File: src/hdl/f2_glue_defs.svh
//============================================================
// F2 glue shared widths, indices and status bit positions
//============================================================
`ifndef F2_GLUE_DEFS_SVH
`define F2_GLUE_DEFS_SVH

// Download channel
`define F2_IOCTL_ADDR_W      25
`define F2_IOCTL_DIP_INDEX   254
`define F2_DIP_BANKS_USED    2     // Only DSWA and DSWB are read by the core

// Menu status word
`define F2_STATUS_W          128
`define F2_STATUS_RESET_BIT  0
`define F2_STATUS_SAVE_LSB   64    // Save State 1..4
`define F2_STATUS_LOAD_LSB   68    // Load State 1..4
`define F2_SS_SLOTS          4

// Shared SDRAM channel
`define F2_SDR_ADDR_W        27
`define F2_SDR_DIN_W         16
`define F2_SDR_Q_W           64

`endif

File: src/hdl/f2_ctrl_pkg.sv
//============================================================
// F2 glue control types: download writes, DIPs, save states
//============================================================
`include "f2_glue_defs.svh"

package f2_ctrl_pkg;

    typedef struct packed {
        logic                         wr;     // One-cycle write strobe
        logic [7:0]                   index;
        logic [`F2_IOCTL_ADDR_W-1:0]  addr;
        logic [7:0]                   data;
    } ioctl_wr_t;

    // Active-low switch settings as the core expects them
    typedef struct packed {
        logic [7:0] dswa;
        logic [7:0] dswb;
    } dsw_t;

    typedef logic [$clog2(`F2_SS_SLOTS)-1:0] ss_index_t;

    typedef struct packed {
        ss_index_t index;
        logic      do_save;
        logic      do_restore;
    } ss_req_t;

endpackage

File: src/hdl/f2_mem_pkg.sv
//============================================================
// F2 glue SDRAM channel request and response types
//============================================================
`include "f2_glue_defs.svh"

package f2_mem_pkg;

    // Full channel request, used by the loader and channel 3
    typedef struct packed {
        logic                        req;
        logic                        rnw;    // 1 read, 0 write
        logic [1:0]                  be;
        logic [`F2_SDR_ADDR_W-1:0]   addr;
        logic [`F2_SDR_DIN_W-1:0]    din;
    } sdr_req_t;

    // CPU side only reads
    typedef struct packed {
        logic                        req;
        logic [`F2_SDR_ADDR_W-1:0]   addr;
    } sdr_rd_t;

    typedef struct packed {
        logic                        ack;
        logic [`F2_SDR_Q_W-1:0]      q;
    } sdr_rsp_t;

endpackage

File: src/hdl/core_control.sv
//============================================================
// Save-state request decode and combined core reset
//============================================================
`include "f2_glue_defs.svh"

module core_control (
    input  logic                     clk_sys,
    input  logic                     rst_n,
    input  logic [`F2_STATUS_W-1:0]  status,
    input  logic                     user_button,
    input  logic                     loader_busy,
    output f2_ctrl_pkg::ss_req_t     ss_req,
    output logic                     core_reset
);

    logic [`F2_SS_SLOTS-1:0] save_bits;
    logic [`F2_SS_SLOTS-1:0] load_bits;
    logic [`F2_SS_SLOTS-1:0] any_bits;
    f2_ctrl_pkg::ss_index_t  slot_idx;
    logic                    reset_hold;

    //============================================================
    // Save states
    //============================================================
    assign save_bits = status[`F2_STATUS_SAVE_LSB +: `F2_SS_SLOTS];
    assign load_bits = status[`F2_STATUS_LOAD_LSB +: `F2_SS_SLOTS];
    assign any_bits  = save_bits | load_bits;

    // Position of the single set bit, 0 when ambiguous
    always_comb begin
        slot_idx = '0;
        for (int i = 0; i < `F2_SS_SLOTS; i++) begin
            if (any_bits[i]) slot_idx = f2_ctrl_pkg::ss_index_t'(i);
        end
        if (!$onehot(any_bits)) slot_idx = '0;
    end

    always_ff @(posedge clk_sys) begin
        if (!rst_n) begin
            ss_req <= '0;
        end else if (|any_bits) begin
            ss_req.index      <= slot_idx;
            ss_req.do_save    <= |save_bits;
            ss_req.do_restore <= |load_bits;
        end else begin
            ss_req.do_save    <= 1'b0;  // Index holds
            ss_req.do_restore <= 1'b0;
        end
    end

    //============================================================
    // Core reset
    //============================================================
    always_ff @(posedge clk_sys) begin
        if (!rst_n) begin
            reset_hold <= 1'b1;
            core_reset <= 1'b1;
        end else begin
            reset_hold <= 1'b0;   // Stretches reset by one cycle
            core_reset <= reset_hold | status[`F2_STATUS_RESET_BIT] |
                          user_button | loader_busy;
        end
    end

    // A ROM load must keep the core in reset
    a_load_resets: assert property (
        @(posedge clk_sys) disable iff (!rst_n)
        loader_busy |=> core_reset
    ) else $error("core_reset low after loader_busy");

endmodule

File: src/hdl/f2_glue_top.sv
//============================================================
// F2 glue top level
// DIP capture, core control and shared SDRAM channel
//============================================================
`include "f2_glue_defs.svh"

module f2_glue_top (
    input  logic                     clk_sys,
    input  logic                     rst_n,

    // Download channel and menu
    input  f2_ctrl_pkg::ioctl_wr_t   ioctl,
    input  logic [`F2_STATUS_W-1:0]  status,
    input  logic                     user_button,

    // ROM loader
    input  logic                     loader_busy,
    input  f2_mem_pkg::sdr_req_t     loader_sdr,
    output logic                     loader_ack,

    // CPU read port
    input  f2_mem_pkg::sdr_rd_t      cpu_rd,
    output f2_mem_pkg::sdr_rsp_t     cpu_rsp,

    // SDRAM channel 3
    output f2_mem_pkg::sdr_req_t     ch3,
    input  f2_mem_pkg::sdr_rsp_t     ch3_rsp,

    // To the core
    output f2_ctrl_pkg::dsw_t        dsw,
    output f2_ctrl_pkg::ss_req_t     ss_req,
    output logic                     core_reset
);

    //============================================================
    // Blocks
    //============================================================
    ioctl_capture ioctl_capture_i (
        .clk_sys  (clk_sys),
        .rst_n    (rst_n),
        .ioctl    (ioctl),
        .dsw      (dsw)
    );

    core_control core_control_i (
        .clk_sys     (clk_sys),
        .rst_n       (rst_n),
        .status      (status),
        .user_button (user_button),
        .loader_busy (loader_busy),  // ROM load holds core in reset
        .ss_req      (ss_req),
        .core_reset  (core_reset)
    );

    sdram_port_share sdram_port_share_i (
        .clk_sys     (clk_sys),
        .loader_busy (loader_busy),
        .loader_sdr  (loader_sdr),
        .loader_ack  (loader_ack),
        .cpu_rd      (cpu_rd),
        .cpu_rsp     (cpu_rsp),
        .ch3         (ch3),
        .ch3_rsp     (ch3_rsp)
    );

endmodule

File: src/hdl/ioctl_capture.sv
//============================================================
// DIP switch capture from the download channel
// Stores banks 0 and 1, presents them active low
//============================================================
`include "f2_glue_defs.svh"

module ioctl_capture (
    input  logic                   clk_sys,
    input  logic                   rst_n,
    input  f2_ctrl_pkg::ioctl_wr_t ioctl,
    output f2_ctrl_pkg::dsw_t      dsw
);

    logic [7:0] dip_q [`F2_DIP_BANKS_USED];
    logic [2:0] bank_sel;
    logic       dip_hit;
    logic       dip_wr;

    assign bank_sel = ioctl.addr[2:0];

    // DIP data lives at index 254, addresses 0..7
    assign dip_hit = (ioctl.index == 8'(`F2_IOCTL_DIP_INDEX)) &&
                     (ioctl.addr[`F2_IOCTL_ADDR_W-1:3] == '0);

    // Banks 2..7 are never read, drop them here
    assign dip_wr = ioctl.wr && dip_hit && (bank_sel < 3'(`F2_DIP_BANKS_USED));

    always_ff @(posedge clk_sys) begin
        if (!rst_n) begin
            for (int b = 0; b < `F2_DIP_BANKS_USED; b++) begin
                dip_q[b] <= 8'h00;
            end
        end else begin
            for (int b = 0; b < `F2_DIP_BANKS_USED; b++) begin
                if (dip_wr && (bank_sel == 3'(b))) begin
                    dip_q[b] <= ioctl.data;
                end
            end
        end
    end

    assign dsw.dswa = ~dip_q[0];  // Core wants active low
    assign dsw.dswb = ~dip_q[1];

    // The write strobe must be a clean level once out of reset
    a_wr_known: assert property (
        @(posedge clk_sys) disable iff (!rst_n)
        !$isunknown(ioctl.wr)
    ) else $error("ioctl.wr is unknown");

endmodule

File: src/hdl/sdram_port_share.sv
//============================================================
// Shared SDRAM channel 3 steering between ROM loader and CPU
// The idle requester gets its own request echoed as ack
//============================================================

module sdram_port_share (
    input  logic                  clk_sys,
    input  logic                  loader_busy,
    input  f2_mem_pkg::sdr_req_t  loader_sdr,
    output logic                  loader_ack,
    input  f2_mem_pkg::sdr_rd_t   cpu_rd,
    output f2_mem_pkg::sdr_rsp_t  cpu_rsp,
    output f2_mem_pkg::sdr_req_t  ch3,
    input  f2_mem_pkg::sdr_rsp_t  ch3_rsp
);

    f2_mem_pkg::sdr_req_t cpu_req;

    // CPU side is read only
    always_comb begin
        cpu_req      = '0;
        cpu_req.req  = cpu_rd.req;
        cpu_req.rnw  = 1'b1;
        cpu_req.be   = 2'b00;
        cpu_req.addr = cpu_rd.addr;
        cpu_req.din  = loader_sdr.din;  // Unused on reads
    end

    // Loader owns the channel for the whole download
    always_comb begin
        if (loader_busy) begin
            ch3         = loader_sdr;
            loader_ack  = ch3_rsp.ack;
            cpu_rsp.ack = cpu_rd.req;   // Keeps the CPU from stalling
        end else begin
            ch3         = cpu_req;
            loader_ack  = loader_sdr.req;
            cpu_rsp.ack = ch3_rsp.ack;
        end
        cpu_rsp.q = ch3_rsp.q;
    end

    // Only the loader may write SDRAM
    a_no_cpu_write: assert property (
        @(posedge clk_sys)
        !(ch3.req && !ch3.rnw && !loader_busy)
    ) else $error("SDRAM write on ch3 outside ROM load");

endmodule

File: config.mk
export PLATFORM = sky130hd
export DESIGN_NAME = f2_glue_top
export DESIGN_NICKNAME = d
export VERILOG_FILES = /design/src/hdl/f2_ctrl_pkg.sv /design/src/hdl/f2_mem_pkg.sv /design/src/hdl/core_control.sv /design/src/hdl/f2_glue_top.sv /design/src/hdl/ioctl_capture.sv /design/src/hdl/sdram_port_share.sv
export VERILOG_INCLUDE_DIRS = /design/src /design/src/hdl
export SDC_FILE = /design/constraint.sdc
export NUM_CORES = 1
export LEC_CHECK = 0
export BUFFER_PORTS_ARGS = -buffer_cell sky130_fd_sc_hd__buf_4
export CAP_MARGIN = 20
export CORE_AREA = 2 2 174 176
export CTS_CLUSTER_SIZE = 25
export DETAILED_ROUTE_END_ITERATION = 6
export DIE_AREA = 0 0 176 178
export SETUP_SLACK_MARGIN = 0.2
export SYNTH_ARGS = -nofsm -noshare
export SYNTH_HDL_FRONTEND = slang
export SYNTH_SLANG_ARGS = --single-unit
File: constraint.sdc
create_clock -name clk_sys -period 4.3 [get_ports clk_sys]
set_input_delay 0.43 -clock clk_sys [delete_from_list [all_inputs] [get_ports clk_sys]]
set_output_delay 0.43 -clock clk_sys [all_outputs]
set_load 0.02 [all_outputs]
==> results of run 1 <==
[kinds of logic (layout without fill, tap and decap cells)]
kind of cell               after synthesis  in the layout  synth area share (%)
adders and majority gates                7              7                  4.60
buffers and inverters                  107            196                  34.1
muxes                                   30             30                  16.3
DFF                                     22             22                  29.1
AOI/OAI and AO/OA                        5              5                  1.69
and+or+nand+nor                         50             50                  14.2
[state kept, by name (all words and copies together) (netlist names)]
signal / count
core_control_i.core_reset: 1
core_control_i.reset_hold: 1
ioctl_capture_i.dip_q: 16
core_control_i.ss_req: 4
[critical path, cell delays in order]
cell	delay, ns
buf_4	0.11
nor2_1	0.26
inv_1	0.08
ha_1	0.30
ha_1	0.21
fa_1	0.43
nor2_1	0.11
nand3_1	0.10
a21o_1	0.17
a21oi_1	0.13
[layer usage]
layer | GRT usage [%] | vias to the layer above | wire, microns
li1 | - | 827 | -
met1 | 4.35 | 746 | 2390
met2 | 6.12 | 133 | 3070
met3 | 2.24 | 25 | 987
met4 | 1.48 | 0 | 147
met5 | 0 | - | 0
[stage by stage]
stage	hold WS (ns)	util (%)	instance area [sq um]	setup slack (ns)
2_1_floorplan	0.518	-	2070	2.15
3_3_place_gp	0.458	10.9	3210	1.93
3_5_place_dp	0.471	10.9	3210	1.89
4_1_cts	0.360	11.3	3310	2.16
5_1_grt	0.373	11.3	3310	2.03
6_report	0.370	11.3	3310	2.15
[path summary, 6_finish.rpt]
kind	startpoint	endpoint	slack, ns	cells after the start
max	status[71]	core_control_i.ss_req[2]	2.15	10
min	status[0]	core_control_i.core_reset	0.37	2
max reg2reg	core_control_i.reset_hold	core_control_i.core_reset	3.22	2
min reg2reg	core_control_i.ss_req[2]	core_control_i.ss_req[2]	0.48	2
[synthesized netlist by cell type, types with 3 or more instances]
master     n
nor2_1     7
dfxtp_1    6
mux2_2    30
nand3_1    3
ha_1       6
edfxtp_1  16
buf_4     80
nor3_1    12
inv_1     22
nor4_1     3
buf_2      3
nand2_1   13
[final cells by class]
class                      instances  area, sq um
tap                              390          488
clock buffer                       3         75.1
multi-input combinational         92          761
timing repair buffer             170         1280
fill                            3365        26100
sequential                        22          601
inverter                          22         82.6
clock inverter                     1         30.0
[report_power, final]
part           internal [mW]  total, mW  leakage, nW  switching, mW
registers              0.238      0.241        0.202        0.00327
logic                  0.141      0.250         1.21          0.110
clock network          0.185      0.264       0.0511         0.0792
==> results.cfg, run 1 <==
[clocking]
path_clk_slew_ns = 0.06
root_buffer = clkbuf_16
numClockSinks = 22
cts_tree = yes
clk_latency_ns = 0.26
hold_buffers = 0
post_cts_resized = 0
post-cts-setup-buffers = 0
cts_buffer_depth = 2
htree_levels = 1
cts_buffers = 3

[synthesis]
ys.flop_type = edfxtp_1
yosysWarnings = 0
synth_cell_types = 26
seq_area_frac_synth_pct = 29.1
synth_area_per_cell_sq_um = 9.35
synth-seq-cells = 22
synth.top_cell.area_share_pct = 29.1
synthCells = 221
synth_fp_nets = 542
synth_top_cell_by_area = buf_4
syn_area_sq_mm = 0.00207
synth-edff-count = 16
ys_async_sr_fraction_pct = 0
yosys-top-cells-area = buf_4 29%, edfxtp_1 23%, mux2_2 16%

[die]
rows = 63
coreArea_sq_mm = 0.0294
start_util_pct = 7.03
dieArea_sq_mm = 0.0313
die_w_microns = 176
ios = 448
die_y_microns = 178

[detailed_routing]
drcViolationCount = 0
drt_iter0_markers = 60
postRouteAntennaNets = 0
vias = 1731
dr.pass1.iters = 4
wl_microns = 6590
avgViaCountPerCell = 2.47
wl_per_cell_microns = 9.42

[layout]
final_cell_count_no_fill = 700
layout_common_cells = 170 x buf_4, 30 x mux2_2, 22 x inv_1, 16 x edfxtp_1, 13 x nand2_1
antenna_cells = 0
nets = 632
drive_above_1_share_pct = 68.4
syn2layout_area_growth_pct = 60.3
mostFrequentLayoutCell = buf_4

[setup_path]
crit_type = in -> reg
critPathArrivalTime_ns = 2.35
critPathRequiredTime_ns = 4.49
start_kind = input pin
critical_path.max_fanout = 4
end_kind = register

[pwr]
vdd_drop_max_uv = 97.1
p_per_area_mw_per_mm2 = 228
power.leakage_nw = 1.46
p_total_mw = 0.756

[worst_hold_path]
min_path_type = in -> reg

[global_routing]
grt_max_degree = 35
grt_antenna_before_repair = 0
grt-ovfl-total = 0
grt_pass1_wl_microns = 9290
grt_pass1_vias = 1711
grt_util_all_layers_pct = 3.89

[job]
maxCapViolations = 0

[placed_design]
hpwlAfterDp_microns = 5690
portBuffers = 168
dp.cells = 696
gp_congestion = 0.654

[run_status]
outcome = completed

[timing]
clock_skew_ns = 0.0000714
setup_violations = 0
rsz0062_at_grt = no
fin_crit_sh_pct = 50.1
max_slew.worst_pin.slew_ns = 0.434
drv_slew = 0
hold_viol = 0
timing.fmax_ghz = 0.465
post-route-min-period_ns = 2.15
setup-tns-final_ns = 0
max_slew_margin_pct = 71.1
Note: power is estimated with default switching activity, not from simulation.
==> run 2: changes to the inputs <==
--- a/config.mk
+++ b/config.mk
@@ -8,10 +8,10 @@
 export LEC_CHECK = 0
 export BUFFER_PORTS_ARGS = -buffer_cell sky130_fd_sc_hd__buf_4
 export CAP_MARGIN = 20
-export CORE_AREA = 2 2 174 176
+export CORE_AREA = 2 2 176 178
 export CTS_CLUSTER_SIZE = 25
 export DETAILED_ROUTE_END_ITERATION = 6
-export DIE_AREA = 0 0 176 178
+export DIE_AREA = 0 0 178 180
 export SETUP_SLACK_MARGIN = 0.2
 export SYNTH_ARGS = -nofsm -noshare
 export SYNTH_HDL_FRONTEND = slang
==> constraint.sdc (replaced) <==
create_clock -name clk_sys -period 2.15 [get_ports clk_sys]
set_input_delay 0.215 -clock clk_sys [delete_from_list [all_inputs] [get_ports clk_sys]]
set_output_delay 0.215 -clock clk_sys [all_outputs]
set_load 0.02 [all_outputs]
==> run 2 against run 1 <==
  * Flip-flop and latch count stayed put
  * Worst setup slack worse by 1.9 ns
  * Hold slack worse by 0.20 ns
  * Clock skew hardly changed
  * Count of clock-buffer cells in the layout stayed put
  * Utilization is 0.095 points lower
  * Final cell count is 1.9% higher
  * Wire length is 3.7% lower
  * Critical path depth is 1 lower
  * Sequential share of layout area is 0.32 points lower
  * Die area is 2.3% higher
  * Critical path type unchanged
  * Largest cell class unchanged
==> results.cfg, run 2 (synthesis results as in run 1) <==
[run_status]
outcome = completed

[worst_hold_path]
hold_depth = 2
min_to = core_control_i.core_reset
min_path_type = in -> reg
hold_path_startpoint = status[0]

[die]
die_y_microns = 180
ios = 448
start_util_pct = 6.85
dieArea_sq_mm = 0.0320
coreArea_sq_mm = 0.0302
die_w_microns = 178
rows = 64

[setup_path]
r2r_setup_slack_ns = 1.06
ff2ff_path_depth = 2
start_kind = input pin
critical_path.max_fanout = 2
crit_type = in -> reg
r2r_start = core_control_i.reset_hold
critPathArrivalTime_ns = 2.04
critPathRequiredTime_ns = 2.34
end_kind = register
worstReg2RegEnd = core_control_i.core_reset

[placed_design]
gp_congestion = 0.677
dpl-instance-area_sq_mm = 0.00327
hpwlAfterDp_microns = 5450
portBuffers = 168

[layout]
drive_above_1_share_pct = 69.1
syn2layout_area_growth_pct = 63.2
antenna_cells = 0
regMostFlops = ioctl_capture_i.dip_q
mostFrequentLayoutCell = buf_4
reg_top3 = ioctl_capture_i.dip_q (16), core_control_i.ss_req (4)
fin_area_sq_mm = 0.00337
largest_reg_flops = 16
layout_common_cells = 177 x buf_4, 30 x mux2_2, 22 x inv_1, 16 x edfxtp_1, 13 x nand2_1
nets = 639
fillCellCount = 3450

[timing]
hold_viol = 0
fin_crit_sh_pct = 86.3
drv_slew = 0
timing.fmax_ghz = 0.539
max_slew.worst_pin.slew_ns = 0.429
post-route-min-period_ns = 1.86
rsz0062_at_grt = no
clock_skew_ns = 0.0000460
setup-tns-final_ns = 0
max_slew_margin_pct = 71.4
setup_violations = 0

[clocking]
cts_buffers = 3
path_clk_slew_ns = 0.06
clk_latency_ns = 0.25
post-cts-setup-buffers = 0
post_cts_resized = 0
cts_tree = yes
htree_levels = 1
numClockSinks = 22
cts_buffer_depth = 2
root_buffer = clkbuf_16
hold_buffers = 0

[detailed_routing]
wl_per_cell_microns = 8.90
vias = 1777
dr.pass1.iters = 4
postRouteAntennaNets = 0
wl_microns = 6350
drt_iter0_markers = 56
avgViaCountPerCell = 2.49
drcViolationCount = 0

[global_routing]
grt_max_degree = 35
grt-ovfl-total = 0
grt_antenna_before_repair = 0
grt_busiest_layer = met2
grt_pass1_wl_microns = 8910
grt_util_all_layers_pct = 3.49
met3_usage_pct = 1.92
grt_pass1_vias = 1802
use_met2_pct = 5.88
grt_util_met1_pct = 3.64

[pwr]
vdd_drop_max_uv = 190
p_per_area_mw_per_mm2 = 446
power.leakage_nw = 1.50

[job]
maxCapViolations = 0
-- run 2: how the worst max path moves through the flow --
stage                    start                       end  slack (ns)  cells after the start
CTS                 status[69]  core_control_i.ss_req[2]        0.29                      9
global route        status[69]  core_control_i.ss_req[2]        0.20                      9
finish              status[69]  core_control_i.ss_req[2]        0.29                      9
detailed placement  status[69]  core_control_i.ss_req[2]        0.03                      9
global placement    status[69]  core_control_i.ss_req[2]        0.02                      9
floorplan           status[69]  core_control_i.ss_req[2]        0.21                      8
-- run 2: layer usage --
layer / vias to the layer above / wire [microns]
met5: - / 0
met4: 0 / 162
met3: 24 / 968
met2: 142 / 3040
met1: 770 / 2180
li1: 841 / -
-- run 2: power breakdown --
group / switching [mW] / internal [mW] / leakage, nW
Combinational: 0.212 / 0.286 / 1.24
Sequential: 0.00691 / 0.475 / 0.202
Clock: 0.154 / 0.370 / 0.0511
Total: 0.373 / 1.13 / 1.50
-- run 2: layout make-up --
| type | instances | area (sq um) | share of cell area (%) |
|---|---|---|---|
| repair buffers | 177 | 1330 | 39.4 |
| multi-input cells | 92 | 761 | 22.6 |
| flip-flops and latches | 22 | 601 | 17.8 |
| well taps | 396 | 495 | 14.7 |
| inverters | 22 | 82.6 | 2.45 |
| clock buffers | 3 | 75.1 | 2.23 |
| clock inverters | 1 | 30.0 | 0.890 |
-- run 2: per-stage QoR --
step           std cells  hold slack [ns]  utilization, %  total power, mW  setup slack (ns)
4_1_cts              713            0.174            11.2             1.54             0.290
3_3_place_gp         709            0.430            10.8            0.991            0.0192
3_5_place_dp         709            0.430            10.8            0.997            0.0309
5_1_grt              713            0.185            11.2             1.58             0.200
6_report             713            0.170            11.2             1.50             0.294
2_1_floorplan        221            0.311               -            0.915             0.215
-- run 2: critical path, cell delays in order --
cell and delay [ns]:
buf_4 0.11, or2_2 0.30, ha_1 0.30, ha_1 0.19, fa_1 0.42, nor2_1 0.11
nand3_1 0.10, a21o_1 0.17, a21oi_1 0.13
==> run 3: changes to the inputs <==
--- a/config.mk
+++ b/config.mk
@@ -8,10 +8,10 @@
 export LEC_CHECK = 0
 export BUFFER_PORTS_ARGS = -buffer_cell sky130_fd_sc_hd__buf_4
 export CAP_MARGIN = 20
-export CORE_AREA = 2 2 176 178
+export CORE_AREA = 5 5 169 171
 export CTS_CLUSTER_SIZE = 25
 export DETAILED_ROUTE_END_ITERATION = 6
-export DIE_AREA = 0 0 178 180
+export DIE_AREA = 0 0 174 176
 export SETUP_SLACK_MARGIN = 0.2
 export SYNTH_ARGS = -nofsm -noshare
 export SYNTH_HDL_FRONTEND = slang
==> run 3 against run 2 <==
  * Final cell count fell by 7.9%
  * First-iteration DRC count rose by 1.8%
  * Count of clock-buffer cells in the layout stayed put
  * Register-to-register slack about the same
  * Clock skew barely moved
  * Sequential share of layout area is 0.56 points higher
  * Clock power shrank 23%
  * Die area fell by 4.4%
  * Hold slack got worse by 0.020 ns
  * Largest power group is now combinational logic
==> results.cfg, run 3 (synthesis results as in run 1) <==
[clocking]
cts_buffer_depth = 2
hold_buffers = 0
path_clk_slew_ns = 0.06
numClockSinks = 22
clk_latency_ns = 0.26
htree_levels = 1
post_cts_resized = 0
post-cts-setup-buffers = 0
root_buffer = clkbuf_16
cts_tree = yes
cts_buffers = 3

[setup_path]
crit_path_frequent_cell = ha_1
worstReg2RegEnd = core_control_i.core_reset
r2r_start = core_control_i.reset_hold
cp.buffers_inverters = 1
startpoint = status[69]
crit_type = in -> reg
critical_path.max_fanout = 2
slowest_stage = fa_1
ff2ff_path_depth = 2
endpoint = core_control_i.ss_req[2]
cp.depth = 9
critPathRequiredTime_ns = 2.34
critPathArrivalTime_ns = 2.05
crit_chain = buf_4, or2_2, ha_1, ha_1, fa_1, nor2_1, nand3_1, a21o_1, a21oi_1
end_kind = register
cp_slowest_stage_delay_ns = 0.43
start_kind = input pin
r2r_setup_slack_ns = 1.07
cp_top_family = adder cells

[layout]
regMostFlops = ioctl_capture_i.dip_q
fillCellCount = 3077
reg_top3 = ioctl_capture_i.dip_q (16), core_control_i.ss_req (4)
nets = 638
antenna_cells = 0
mostFrequentLayoutCell = buf_4
final_util_pct = 12.2
largest_reg_flops = 16
layout_common_cells = 176 x buf_4, 30 x mux2_2, 22 x inv_1, 16 x edfxtp_1, 13 x nand2_1
syn2layout_area_growth_pct = 58.2
drive_above_1_share_pct = 68.7

[detailed_routing]
wl_microns = 7640
vias = 1746
wl_per_cell_microns = 11.6
dr.pass1.iters = 4
drt_iter0_markers = 57
drcViolationCount = 0
postRouteAntennaNets = 0
avgViaCountPerCell = 2.66

[global_routing]
grt_util_met1_pct = 4.63
use_met2_pct = 7.47
grt_antenna_before_repair = 1
grt_pass1_vias = 1843
grt_pass1_wl_microns = 10800
grt_max_degree = 35
grt_util_all_layers_pct = 4.54
met3_usage_pct = 3.00
grt-ovfl-total = 0
grt_busiest_layer = met2

[timing]
post-route-min-period_ns = 1.86
clock_skew_ns = 0.000116
hold_viol = 0
rsz0062_at_grt = no
fin_crit_sh_pct = 86.5
max_slew_margin_pct = 72.4
timing.fmax_ghz = 0.537
drv_slew = 0
max_slew.worst_pin.slew_ns = 0.415
setup_violations = 0
setup-tns-final_ns = 0

[pwr]
switchingPower_mw = 0.384
vdd_drop_max_uv = 213
p_comb_share_pct = 36.2
p_per_area_mw_per_mm2 = 426
clockPowerShare_pct = 29.1
internal_power_mw = 1.01
p_total_mw = 1.39
p_sw_share_pct = 27.6
seqPwrFrac_pct = 34.7
power.leakage_nw = 1.48

[die]
coreArea_sq_mm = 0.0267
start_util_pct = 7.73
die_y_microns = 176
dieArea_sq_mm = 0.0306
ios = 448
rows = 60
die_w_microns = 174

[placed_design]
hpwlAfterDp_microns = 6830
portBuffers = 168
gp_congestion = 0.700

[run_status]
outcome = completed

[worst_hold_path]
min_path_type = in -> reg

[job]
maxCapViolations = 0
==> run 3: cell count changes in the layout (fill, tap and decap cells not counted) <==
cell | previous run | this run
buf_4 | 177 | 176
bufinv_16 | 1 | 0
clkinv_1 | 0 | 1
==> run 3: how the worst min path moves through the flow <==
stage / depth (start not counted) / startpoint / end / slack, ns
6_report: 2 / status[0] / core_control_i.core_reset / 0.15
5_1_grt: 2 / status[0] / core_control_i.core_reset / 0.15
3_3_place_gp: 2 / status[0] / core_control_i.core_reset / 0.42
3_5_place_dp: 2 / status[0] / core_control_i.core_reset / 0.41
4_1_cts: 2 / status[0] / core_control_i.core_reset / 0.14
2_1_floorplan: 1 / rst_n / core_control_i.reset_hold / 0.31
==> run 3: metal layers <==
metal,wire (microns),vias up
met5,13,-
met4,216,2
met2,3720,116
met1,2640,757
met3,1060,30
li1,-,841
==> run 3: power by group through the flow <==
stage | clock network, mW | registers (mW) | logic [mW]
2_1_floorplan | 0 | 0.497 | 0.418
3_3_place_gp | 0 | 0.493 | 0.509
3_5_place_dp | 0 | 0.493 | 0.514
4_1_cts | 0.431 | 0.484 | 0.515
5_1_grt | 0.444 | 0.485 | 0.544
6_report | 0.406 | 0.483 | 0.505
==> run 3: layout make-up <==
class                      count  area (sq um)  area share [%]
tap                          341           427            13.0
sequential                    22           601            18.4
multi-input combinational     92           761            23.3
inverter                      22          82.6            2.52
timing repair buffer         176          1320            40.4
clock buffer                   3          75.1            2.30
clock inverter                 1          3.75           0.115
==> run 3: per-stage QoR <==
stage          instances  setup WS [ns]  area [sq um]  hold WS [ns]
2_1_floorplan        221          0.215          2070         0.311
3_3_place_gp         653         0.0330          3190         0.416
3_5_place_dp         653         0.0190          3190         0.415
4_1_cts              657          0.294          3270         0.141
5_1_grt              657          0.253          3270         0.151
6_report             657          0.289          3270         0.150
